### config.mk
export PLATFORM = sky130hd
export DESIGN_NAME = reflex_top
export DESIGN_NICKNAME = d
export VERILOG_FILES = /design/src/design/host_pkg.sv /design/src/design/model_pkg.sv /design/src/design/host_config_regs.sv /design/src/design/sim_tick_gen.sv /design/src/design/spike_counter.sv /design/src/design/synaptic_drive.sv /design/src/design/readout_mux.sv /design/src/design/reflex_top.sv
export SDC_FILE = /design/constraint.sdc
export NUM_CORES = 2
export LEC_CHECK = 0
export BUFFER_PORTS_ARGS = -buffer_cell sky130_fd_sc_hd__clkbuf_2
export CORE_MARGIN = 8
export CORE_UTILIZATION = 30
export CTS_CLUSTER_DIAMETER = 100
export DETAILED_ROUTE_END_ITERATION = 7
export PLACE_DENSITY_LB_ADDON = 0.2
export SYNTH_ARGS = -nofsm -noshare
export SYNTH_HDL_FRONTEND = slang
export SYNTH_HIERARCHICAL = 1
export SYNTH_SLANG_ARGS = --single-unit
### constraint.sdc
create_clock -name ep50trig -period 24.8 [get_ports ep50trig]
set_clock_uncertainty 0.1 [all_clocks]
set_input_delay 6.2 -clock ep50trig [delete_from_list [all_inputs] [get_ports ep50trig]]
set_output_delay 6.2 -clock ep50trig [all_outputs]
set_load 0.02 [all_outputs]
### src/design/host_pkg.sv
`default_nettype none

package host_pkg;

    ////////////////////
    // host word sizes
    ////////////////////

    // one wire-in or wire-out word
    localparam int unsigned host_word_w = 16;
    // trigger strobe bus width
    localparam int unsigned trig_w = 16;

    ////////////////////
    // trigger bits
    ////////////////////

    localparam int unsigned trig_half_cnt = 0;
    localparam int unsigned trig_gain_syn = 6;
    // length and velocity share one bit
    localparam int unsigned trig_len_vel = 10;

    ////////////////////
    // wire-out addresses
    ////////////////////

    localparam logic [7:0] addr_drive_lo = 8'h20;
    localparam logic [7:0] addr_drive_hi = 8'h21;
    localparam logic [7:0] addr_sn_cnt_lo = 8'h24;
    localparam logic [7:0] addr_sn_cnt_hi = 8'h25;
    localparam logic [7:0] addr_mn_cnt_lo = 8'h26;
    localparam logic [7:0] addr_mn_cnt_hi = 8'h27;
    localparam logic [7:0] addr_len_lo = 8'h2C;
    localparam logic [7:0] addr_len_hi = 8'h2D;
    localparam logic [7:0] addr_vel_lo = 8'h2E;
    localparam logic [7:0] addr_vel_hi = 8'h2F;

endpackage

`default_nettype wire

### src/design/model_pkg.sv
`default_nettype none

package model_pkg;

    ////////////////////
    // value widths
    ////////////////////

    // every model value is one 32-bit word
    localparam int unsigned value_w = 32;

    ////////////////////
    // reset defaults
    ////////////////////

    // tick period of 10 cycles
    localparam logic [value_w-1:0] half_cnt_rst = 32'd9;
    // unity synapse gain
    localparam logic [value_w-1:0] gain_syn_rst = 32'd1;
    // 0.9 as ieee single
    localparam logic [value_w-1:0] len_f0_rst = 32'h3F66_6666;
    // 0.0
    localparam logic [value_w-1:0] vel_rst = 32'h0000_0000;
    // 1.0 as ieee single
    localparam logic [value_w-1:0] len_sample_rst = 32'h3F80_0000;

    ////////////////////
    // readout word views
    ////////////////////

    // one result word, seen whole or as two host halves
    typedef union packed {
        logic [value_w-1:0] whole;
        struct packed {
            logic [value_w/2-1:0] hi;
            logic [value_w/2-1:0] lo;
        } half;
    } readout_word_u;

endpackage

`default_nettype wire

### src/design/host_config_regs.sv
`timescale 1ns/1ps
`default_nettype none

module host_config_regs (
    input  wire                                     ep50trig,
    input  wire                                     reset_sim,
    input  wire        [host_pkg::trig_w-1:0]       i_trig,
    input  wire        [host_pkg::host_word_w-1:0]  i_word01,
    input  wire        [host_pkg::host_word_w-1:0]  i_word02,
    input  wire        [host_pkg::host_word_w-1:0]  i_word03,
    input  wire        [host_pkg::host_word_w-1:0]  i_word04,
    input  wire                                     i_sim_tick,
    output logic       [model_pkg::value_w-1:0]     o_half_cnt,
    output logic signed [model_pkg::value_w-1:0]    o_gain_syn,
    output logic       [model_pkg::value_w-1:0]     o_len_sample,
    output logic       [model_pkg::value_w-1:0]     o_velocity
);

    // length from host, before the tick sample
    logic [model_pkg::value_w-1:0] len_f0;

    ////////////////////
    // single-word registers
    ////////////////////

    // tick divider half-count
    always_ff @(posedge ep50trig or posedge reset_sim)
    begin
        if (reset_sim)
            o_half_cnt <= model_pkg::half_cnt_rst;
        else if (i_trig[host_pkg::trig_half_cnt])
            o_half_cnt <= {i_word02, i_word01};
    end

    // signed synapse gain
    always_ff @(posedge ep50trig or posedge reset_sim)
    begin
        if (reset_sim)
            o_gain_syn <= model_pkg::gain_syn_rst;
        else if (i_trig[host_pkg::trig_gain_syn])
            o_gain_syn <= {i_word02, i_word01};
    end

    ////////////////////
    // length and velocity
    ////////////////////

    // loaded as one pair, velocity words swapped in order
    always_ff @(posedge ep50trig or posedge reset_sim)
    begin
        if (reset_sim)
        begin
            len_f0     <= model_pkg::len_f0_rst;
            o_velocity <= model_pkg::vel_rst;
        end
        else if (i_trig[host_pkg::trig_len_vel])
        begin
            len_f0     <= {i_word02, i_word01};
            o_velocity <= {i_word03, i_word04};
        end
    end

    // length seen by the loop, refreshed once per tick
    // holds 1.0 until the first tick
    always_ff @(posedge ep50trig or posedge reset_sim)
    begin
        if (reset_sim)
            o_len_sample <= model_pkg::len_sample_rst;
        else if (i_sim_tick)
            o_len_sample <= len_f0;
    end

endmodule

`default_nettype wire

### src/design/sim_tick_gen.sv
`timescale 1ns/1ps
`default_nettype none

module sim_tick_gen (
    input  wire                                ep50trig,
    input  wire                                reset_sim,
    input  wire  [model_pkg::value_w-1:0]      i_half_cnt,
    output logic                               o_sim_tick
);

    // cycles since the last tick
    logic [model_pkg::value_w-1:0] cycle_cnt;

    // tick when count reaches or passes half-count
    // a lowered half-count fires at once
    assign o_sim_tick = (cycle_cnt >= i_half_cnt);

    // free-running, restarts from 0 after each tick
    always_ff @(posedge ep50trig or posedge reset_sim)
    begin
        if (reset_sim)
            cycle_cnt <= '0;
        else if (o_sim_tick)
            cycle_cnt <= '0;
        else
            cycle_cnt <= cycle_cnt + 1'b1;
    end

endmodule

`default_nettype wire

### src/design/spike_counter.sv
`timescale 1ns/1ps
`default_nettype none

module spike_counter (
    input  wire                                ep50trig,
    input  wire                                reset_sim,
    input  wire                                i_spike,
    input  wire                                i_sim_tick,
    output logic [model_pkg::value_w-1:0]      o_count
);

    // spikes so far in the open window
    logic [model_pkg::value_w-1:0] run_cnt;
    // running count including this cycle's spike
    logic [model_pkg::value_w-1:0] run_next;

    assign run_next = run_cnt + {{(model_pkg::value_w-1){1'b0}}, i_spike};

    ////////////////////
    // window bookkeeping
    ////////////////////

    // tick closes the window, spike in tick cycle counts toward it
    always_ff @(posedge ep50trig or posedge reset_sim)
    begin
        if (reset_sim)
        begin
            run_cnt <= '0;
            o_count <= '0;
        end
        else if (i_sim_tick)
        begin
            run_cnt <= '0;
            o_count <= run_next;
        end
        else
            run_cnt <= run_next;
    end

endmodule

`default_nettype wire

### src/design/synaptic_drive.sv
`timescale 1ns/1ps
`default_nettype none

module synaptic_drive (
    input  wire                                   ep50trig,
    input  wire                                   reset_sim,
    input  wire signed  [model_pkg::value_w-1:0]  i_cur_spinal,
    input  wire signed  [model_pkg::value_w-1:0]  i_cur_cn_end,
    input  wire signed  [model_pkg::value_w-1:0]  i_gain_syn,
    output logic signed [model_pkg::value_w-1:0]  o_drive
);

    // spinal plus transcortical, wraps at 32 bits
    logic signed [model_pkg::value_w-1:0]   cur_sum;
    // full signed product
    logic signed [2*model_pkg::value_w-1:0] cur_scaled;

    assign cur_sum    = i_cur_spinal + i_cur_cn_end;
    assign cur_scaled = cur_sum * i_gain_syn;

    // motor-neuron input current, low word only
    always_ff @(posedge ep50trig or posedge reset_sim)
    begin
        if (reset_sim)
            o_drive <= '0;
        else
            o_drive <= cur_scaled[model_pkg::value_w-1:0];
    end

endmodule

`default_nettype wire

### src/design/readout_mux.sv
`timescale 1ns/1ps
`default_nettype none

module readout_mux (
    input  wire                                   ep50trig,
    input  wire                                   reset_sim,
    input  wire  [7:0]                            i_rd_addr,
    input  wire  [model_pkg::value_w-1:0]         i_drive,
    input  wire  [model_pkg::value_w-1:0]         i_sn_count,
    input  wire  [model_pkg::value_w-1:0]         i_mn_count,
    input  wire  [model_pkg::value_w-1:0]         i_len_sample,
    input  wire  [model_pkg::value_w-1:0]         i_velocity,
    output logic [host_pkg::host_word_w-1:0]      o_rd_data
);

    // chosen result word read as halves below
    model_pkg::readout_word_u sel_word;
    // upper half wanted
    logic sel_hi;

    ////////////////////
    // address decode
    ////////////////////

    // odd endpoint of each pair is the upper half
    always_comb
    begin
        sel_hi = i_rd_addr[0];
        case (i_rd_addr)
            host_pkg::addr_drive_lo, host_pkg::addr_drive_hi:
                sel_word.whole = i_drive;
            host_pkg::addr_sn_cnt_lo, host_pkg::addr_sn_cnt_hi:
                sel_word.whole = i_sn_count;
            host_pkg::addr_mn_cnt_lo, host_pkg::addr_mn_cnt_hi:
                sel_word.whole = i_mn_count;
            host_pkg::addr_len_lo, host_pkg::addr_len_hi:
                sel_word.whole = i_len_sample;
            host_pkg::addr_vel_lo, host_pkg::addr_vel_hi:
                sel_word.whole = i_velocity;
            // unlisted address reads 0
            default:
                sel_word.whole = '0;
        endcase
    end

    // one cycle from address to data
    always_ff @(posedge ep50trig or posedge reset_sim)
    begin
        if (reset_sim)
            o_rd_data <= '0;
        else if (sel_hi)
            o_rd_data <= sel_word.half.hi;
        else
            o_rd_data <= sel_word.half.lo;
    end

endmodule

`default_nettype wire

### src/design/reflex_top.sv
`timescale 1ns/1ps
`default_nettype none

module reflex_top (
    input  wire                ep50trig,
    input  wire                reset_sim,
    input  wire         [15:0] i_trig,
    input  wire         [15:0] i_word01,
    input  wire         [15:0] i_word02,
    input  wire         [15:0] i_word03,
    input  wire         [15:0] i_word04,
    input  wire                i_sn_spike,
    input  wire                i_mn_spike,
    input  wire signed  [31:0] i_cur_spinal,
    input  wire signed  [31:0] i_cur_cn_end,
    input  wire         [7:0]  i_rd_addr,
    output wire         [15:0] o_rd_data,
    output wire                o_sim_tick,
    output wire signed  [31:0] o_drive
);

    // configuration to the datapath
    wire        [31:0] half_cnt;
    wire signed [31:0] gain_syn;
    wire        [31:0] len_sample;
    wire        [31:0] velocity;
    // per-window spike totals
    wire        [31:0] sn_count;
    wire        [31:0] mn_count;

    ////////////////////
    // host configuration
    ////////////////////

    host_config_regs cfg_regs (
        .ep50trig     (ep50trig),
        .reset_sim    (reset_sim),
        .i_trig       (i_trig),
        .i_word01     (i_word01),
        .i_word02     (i_word02),
        .i_word03     (i_word03),
        .i_word04     (i_word04),
        .i_sim_tick   (o_sim_tick),
        .o_half_cnt   (half_cnt),
        .o_gain_syn   (gain_syn),
        .o_len_sample (len_sample),
        .o_velocity   (velocity)
    );

    // simulation tick, stands in for the slow clock
    sim_tick_gen tick_gen (
        .ep50trig   (ep50trig),
        .reset_sim  (reset_sim),
        .i_half_cnt (half_cnt),
        .o_sim_tick (o_sim_tick)
    );

    ////////////////////
    // spike counting
    ////////////////////

    // sensory neuron
    spike_counter sn_counter (
        .ep50trig   (ep50trig),
        .reset_sim  (reset_sim),
        .i_spike    (i_sn_spike),
        .i_sim_tick (o_sim_tick),
        .o_count    (sn_count)
    );

    // motor neuron
    spike_counter mn_counter (
        .ep50trig   (ep50trig),
        .reset_sim  (reset_sim),
        .i_spike    (i_mn_spike),
        .i_sim_tick (o_sim_tick),
        .o_count    (mn_count)
    );

    // gain-scaled synaptic current
    synaptic_drive drive_stage (
        .ep50trig     (ep50trig),
        .reset_sim    (reset_sim),
        .i_cur_spinal (i_cur_spinal),
        .i_cur_cn_end (i_cur_cn_end),
        .i_gain_syn   (gain_syn),
        .o_drive      (o_drive)
    );

    ////////////////////
    // wire-out readback
    ////////////////////

    readout_mux rd_mux (
        .ep50trig     (ep50trig),
        .reset_sim    (reset_sim),
        .i_rd_addr    (i_rd_addr),
        .i_drive      (o_drive),
        .i_sn_count   (sn_count),
        .i_mn_count   (mn_count),
        .i_len_sample (len_sample),
        .i_velocity   (velocity),
        .o_rd_data    (o_rd_data)
    );

endmodule

`default_nettype wire

Word level (Yosys, flattened, before mapping)
Cells that the tools add are included.
{"block": "totals", "wordCells": 38, "ff_bits": 368}
{"block": "op_classes", "n_mux": 5, "addsub": 4, "magnitude_cmp": 1, "multipliers": 1, "n_eq_ne": 10, "reduce_logical": 5}
{"operator": "$pmux W32 S5", "count": 1}
{"operator": "$mux W32", "count": 3}
{"operator": "$eq A8 B6 Y1 const B", "count": 10}
{"operator": "$add A32 B1 Y32", "count": 2}
{"operator": "$add A32 B1 Y32 const B", "count": 1}
{"operator": "$add A32 B32 Y32", "count": 1}
{"operator": "$ge A32 B32 Y1", "count": 1}
{"operator": "$mul A32 B32 Y32", "count": 1}
{"operator": "$mux W16", "count": 1}
{"operator": "$reduce_or A2 Y1", "count": 5}

Logic depth before layout (Yosys ltp)
{"block": "logic_depth", "depth_word": 4, "depth_mapped": 38, "ltp_nobuf": 38}

Cells and area by module
The synthesis kept the hierarchy.
{"module": "synaptic_drive", "cells_per_inst": 2078, "n_inst": 1, "area_each_um2": 18631.6, "seq_area_each_um2": 800.8}
{"module": "host_config_regs", "cells_per_inst": 340, "n_inst": 1, "area_each_um2": 6384.9, "seq_area_each_um2": 4038.9}
{"module": "spike_counter", "cells_per_inst": 292, "n_inst": 2, "area_each_um2": 2887.8, "seq_area_each_um2": 1601.5}
{"module": "sim_tick_gen", "cells_per_inst": 278, "n_inst": 1, "area_each_um2": 2423.6, "seq_area_each_um2": 800.8}
{"module": "readout_mux", "cells_per_inst": 219, "n_inst": 1, "area_each_um2": 2160.8, "seq_area_each_um2": 400.4}

Worst setup path before layout
No wires, ideal clock.
{"block": "synth_timing", "path_type": "input to register", "start": "input port i_cur_spinal[0]", "end": "register drive_stage/o_drive[31] in the netlist's numbering", "n_path_buf": 0, "cell_stages": 38, "arrival_time_ps": 15746, "setup_slack_ps": 8874, "path_cell_list": "ha_1 inv_1 fa_1 nand2b_1 a21oi_4 o41a_1 nor4_1 nor3_1 a211o_1 a31o_2 a211o_1 a21oi_1 xnor2_1 nand2_1 fa_1 inv_1 fa_1 inv_1 [2 not listed] fa_1 inv_1 fa_1 fa_1 fa_1 xnor2_1 xnor2_1 xnor2_1 xnor2_1 xnor2_1 xnor3_1 xor3_1 xnor2_1 xnor3_1 xor3_1 xnor2_1 xnor2_1 xnor2_1"}
{"block": "synth_between", "elab_chain_len": 2}
{"element": "start, declared", "line_no": "reflex_top.sv:14", "source": "input wire signed [31:0] i_cur_spinal,"}
{"element": "$add A32 B32 Y32", "line_no": "synaptic_drive.sv:18", "source": "assign cur_sum = i_cur_spinal + i_cur_cn_end;"}
{"element": "$mul A32 B32 Y32", "line_no": "synaptic_drive.sv:19", "source": "assign cur_scaled = cur_sum * i_gain_syn;"}
{"element": "named net drive_stage.cur_scaled (one bit)", "line_no": "synaptic_drive.sv:16", "source": "logic signed [2*model_pkg::value_w-1:0] cur_scaled;"}
{"element": "end signal, assigned", "line_no": "synaptic_drive.sv:27", "source": "o_drive <= cur_scaled[model_pkg::value_w-1:0];"}
{"element": "end, declared", "line_no": "synaptic_drive.sv:10", "source": "output logic signed [model_pkg::value_w-1:0] o_drive"}
The timed path passes the listed nets, and every way through them passes these cells.
A chain may end at the register's enable or synchronous reset.

Worst setup path in the final report
Same ends and word-level chain as after synthesis.

==> impl_metrics.ini <==
[finish]
nNetsFinal = 4389
final_core_util_pct = 33.48
drive_above_1_share_pct = 16.16
fillers = 12049
final_common_cell = inv_1
layout_common_cells = 604 x inv_1, 408 x fa_1, 340 x dfrtp_1
area_growth_syn_to_layout_pct = 11.15

[floorplanning]
rows = 126
die_width_microns = 359.4
start_util_pct = 30.12
die-area_sq_mm = 0.1292
io_pins = 205
die_h_microns = 359.4
fp.coreArea_sq_mm = 0.1175

[sta]
maxSlewViolCount = 0
final_hold_viol_count = 0
rsz0062_at_grt = no
min_period_ns = 16.77
tightest_slew_ns = 1.262
setup_viol_count_final = 0
fmax_mhz = 59.63
timing.final.crit_share_pct = 67.62
tns_ns = 0
slew_headroom_pct = 15.89

[global_routing]
grt_pass1_wl_microns = 162900
grt_pass1_vias = 25393
antenna_found_initial = 4
track_usage_pct = 16.29
grt_max_degree = 219
grt.overflow.total = 0

[worst_setup_path]
worst-setup-path-type = in2reg
critPathMostFrequentCell = xnor2_1
cp.required_ns = 25.11
end_kind = flip-flop
r2r_start = cfg_regs/o_gain_syn[9]
cp_slowest_stage_delay_ns = 0.56
crit_path_start_kind = input port
crit_start = i_cur_spinal[0]
critPathMaxFanout = 6
cp_num_buf_inv = 5
critPathSlowestCell = fa_1
arrival_ns = 17.08
cp_top_family = adder cells

[placement]
port_buffers = 191
place_congestion = 0.8241
dp_hpwl_microns = 83200

[synthesis]
ys_warn_count = 6
synth-edff-count = 0
yosysTopAreaCellShare_pct = 24.05
yosysUniqueCellTypes = 80
syn_inst = 3499
dominantRegCellSynth = dfrtp_1
netlist_area_sq_mm = 0.03538
ys_top_cells_by_area = dfrtp_1 24%, fa_1 23%, ha_1 7.7%
avgSynthCellArea_sq_um = 10.11
syn_nets = 4282
synth-async-reset-ratio_pct = 100.0
ys_seq_area_share_pct = 26.13
yosysTopAreaCell = dfrtp_1
ys_ff_latch = 368

[job]
cap_violations = 0

[clocking]
clk_pin_slew_ns = 0.06
cts_tree = done
ctsResizeCount = 0
cts_made_buffers = 46
cts_setup_buffers = 0
clk_latency_ns = 0.59
htreeDepth = 2
cts_root_buffer = clkbuf_16
clk_path_buf_depth = 3
cts_sinks = 368
holdBufCountCts = 0

[routing]
drt.antenna.violating_nets = 0
drt-initial-drc-count = 1372
wirelength_microns = 107000
vias = 24527
drc_errors = 0
routed_via_density = 4.733
drt_first_pass_iters = 5
wl_per_cell_microns = 20.66

[worst_hold_path]
hp-start = tick_gen/cycle_cnt[0]
min_path_type = reg2reg

[outcome]
status = complete, no violations
## synth_stat cells, types with 10 or more instances
cell       count
o21ai_0       33
xor2_1        32
or4_1         19
nor2b_1       48
a21oi_1      137
buf_2         13
a221oi_1      17
dfrtp_1      340
mux2_2        90
fa_1         409
mux2_4        73
or3_1         12
and4_1        12
nor2_1       151
and3_1        19
a31oi_1       44
clkbuf_1     125
o31ai_1       16
buf_6         19
nand2b_1      31
nand2_1      289
a2111oi_1     10
or2_2         15
xnor2_1      117
nor4_1        18
a21o_1        16
nand3_1       42
dfstp_2       28
o21bai_1      13
nor3_1        54
mux4_2        35
inv_1        607
ha_1         218
nand4_1       28
and2_1       255
## metal layers
metal  vias to the layer above  part of all wire (%)  track usage (%)
met3                        93                   3.9            1.986
li1                      11426                     -                -
met5                         -                 0.012                0
met1                     12500                    49            23.72
met4                         2                   2.2            3.659
met2                       506                    45            25.79
## cells by family after synthesis
group / synth area share, %
AO/OA/AOI/OAI: 6.310
buffers and inverters: 9.005
AND/OR/NAND/NOR: 15.11
XOR/XNOR: 4.396
adder cells (fa/ha/maj): 30.86
flip-flops: 26.13
multiplexers: 8.191
## path summary, 6_finish.rpt
kind                                                end  slack, ns  cells past startpoint
worst min register to register    tick_gen/cycle_cnt[0]       0.40                      1
max in group asynchronous        cfg_regs/o_gain_syn[4]      17.04                      3
worst max register to register  drive_stage/o_drive[31]      15.69                     24
worst min-delay path              tick_gen/cycle_cnt[0]       0.40                      1
worst max-delay path            drive_stage/o_drive[31]       8.03                     39
min in group asynchronous        drive_stage/o_drive[2]       5.86                      3
## metrics by stage
step,cell area [sq um],setup WS (ns),hold slack [ns],cells
global placement,37750,7.401,0.3806,5094
floorplan,35380,8.874,0.3528,3499
global route,39320,7.530,0.4197,5180
detailed placement,37750,7.386,0.3925,5094
finish,39320,8.030,0.3997,5182
CTS,39320,7.989,0.4013,5180
## final cells by class
class	instances	area, sq um	area share, %
Multi-Input combinational cell	2353	23040	58.61
Sequential cell	368	9244	23.51
Inverter	608	2287	5.817
Tap cell	1536	1922	4.888
Clock buffer	65	1303	3.312
Timing Repair Buffer	229	1256	3.195
Clock inverter	21	260.3	0.6619
Antenna cell	2	5.005	0.01273
Power is not shown: default switching activity piles up to over one toggle a cycle in this logic, so the estimate is an artifact.
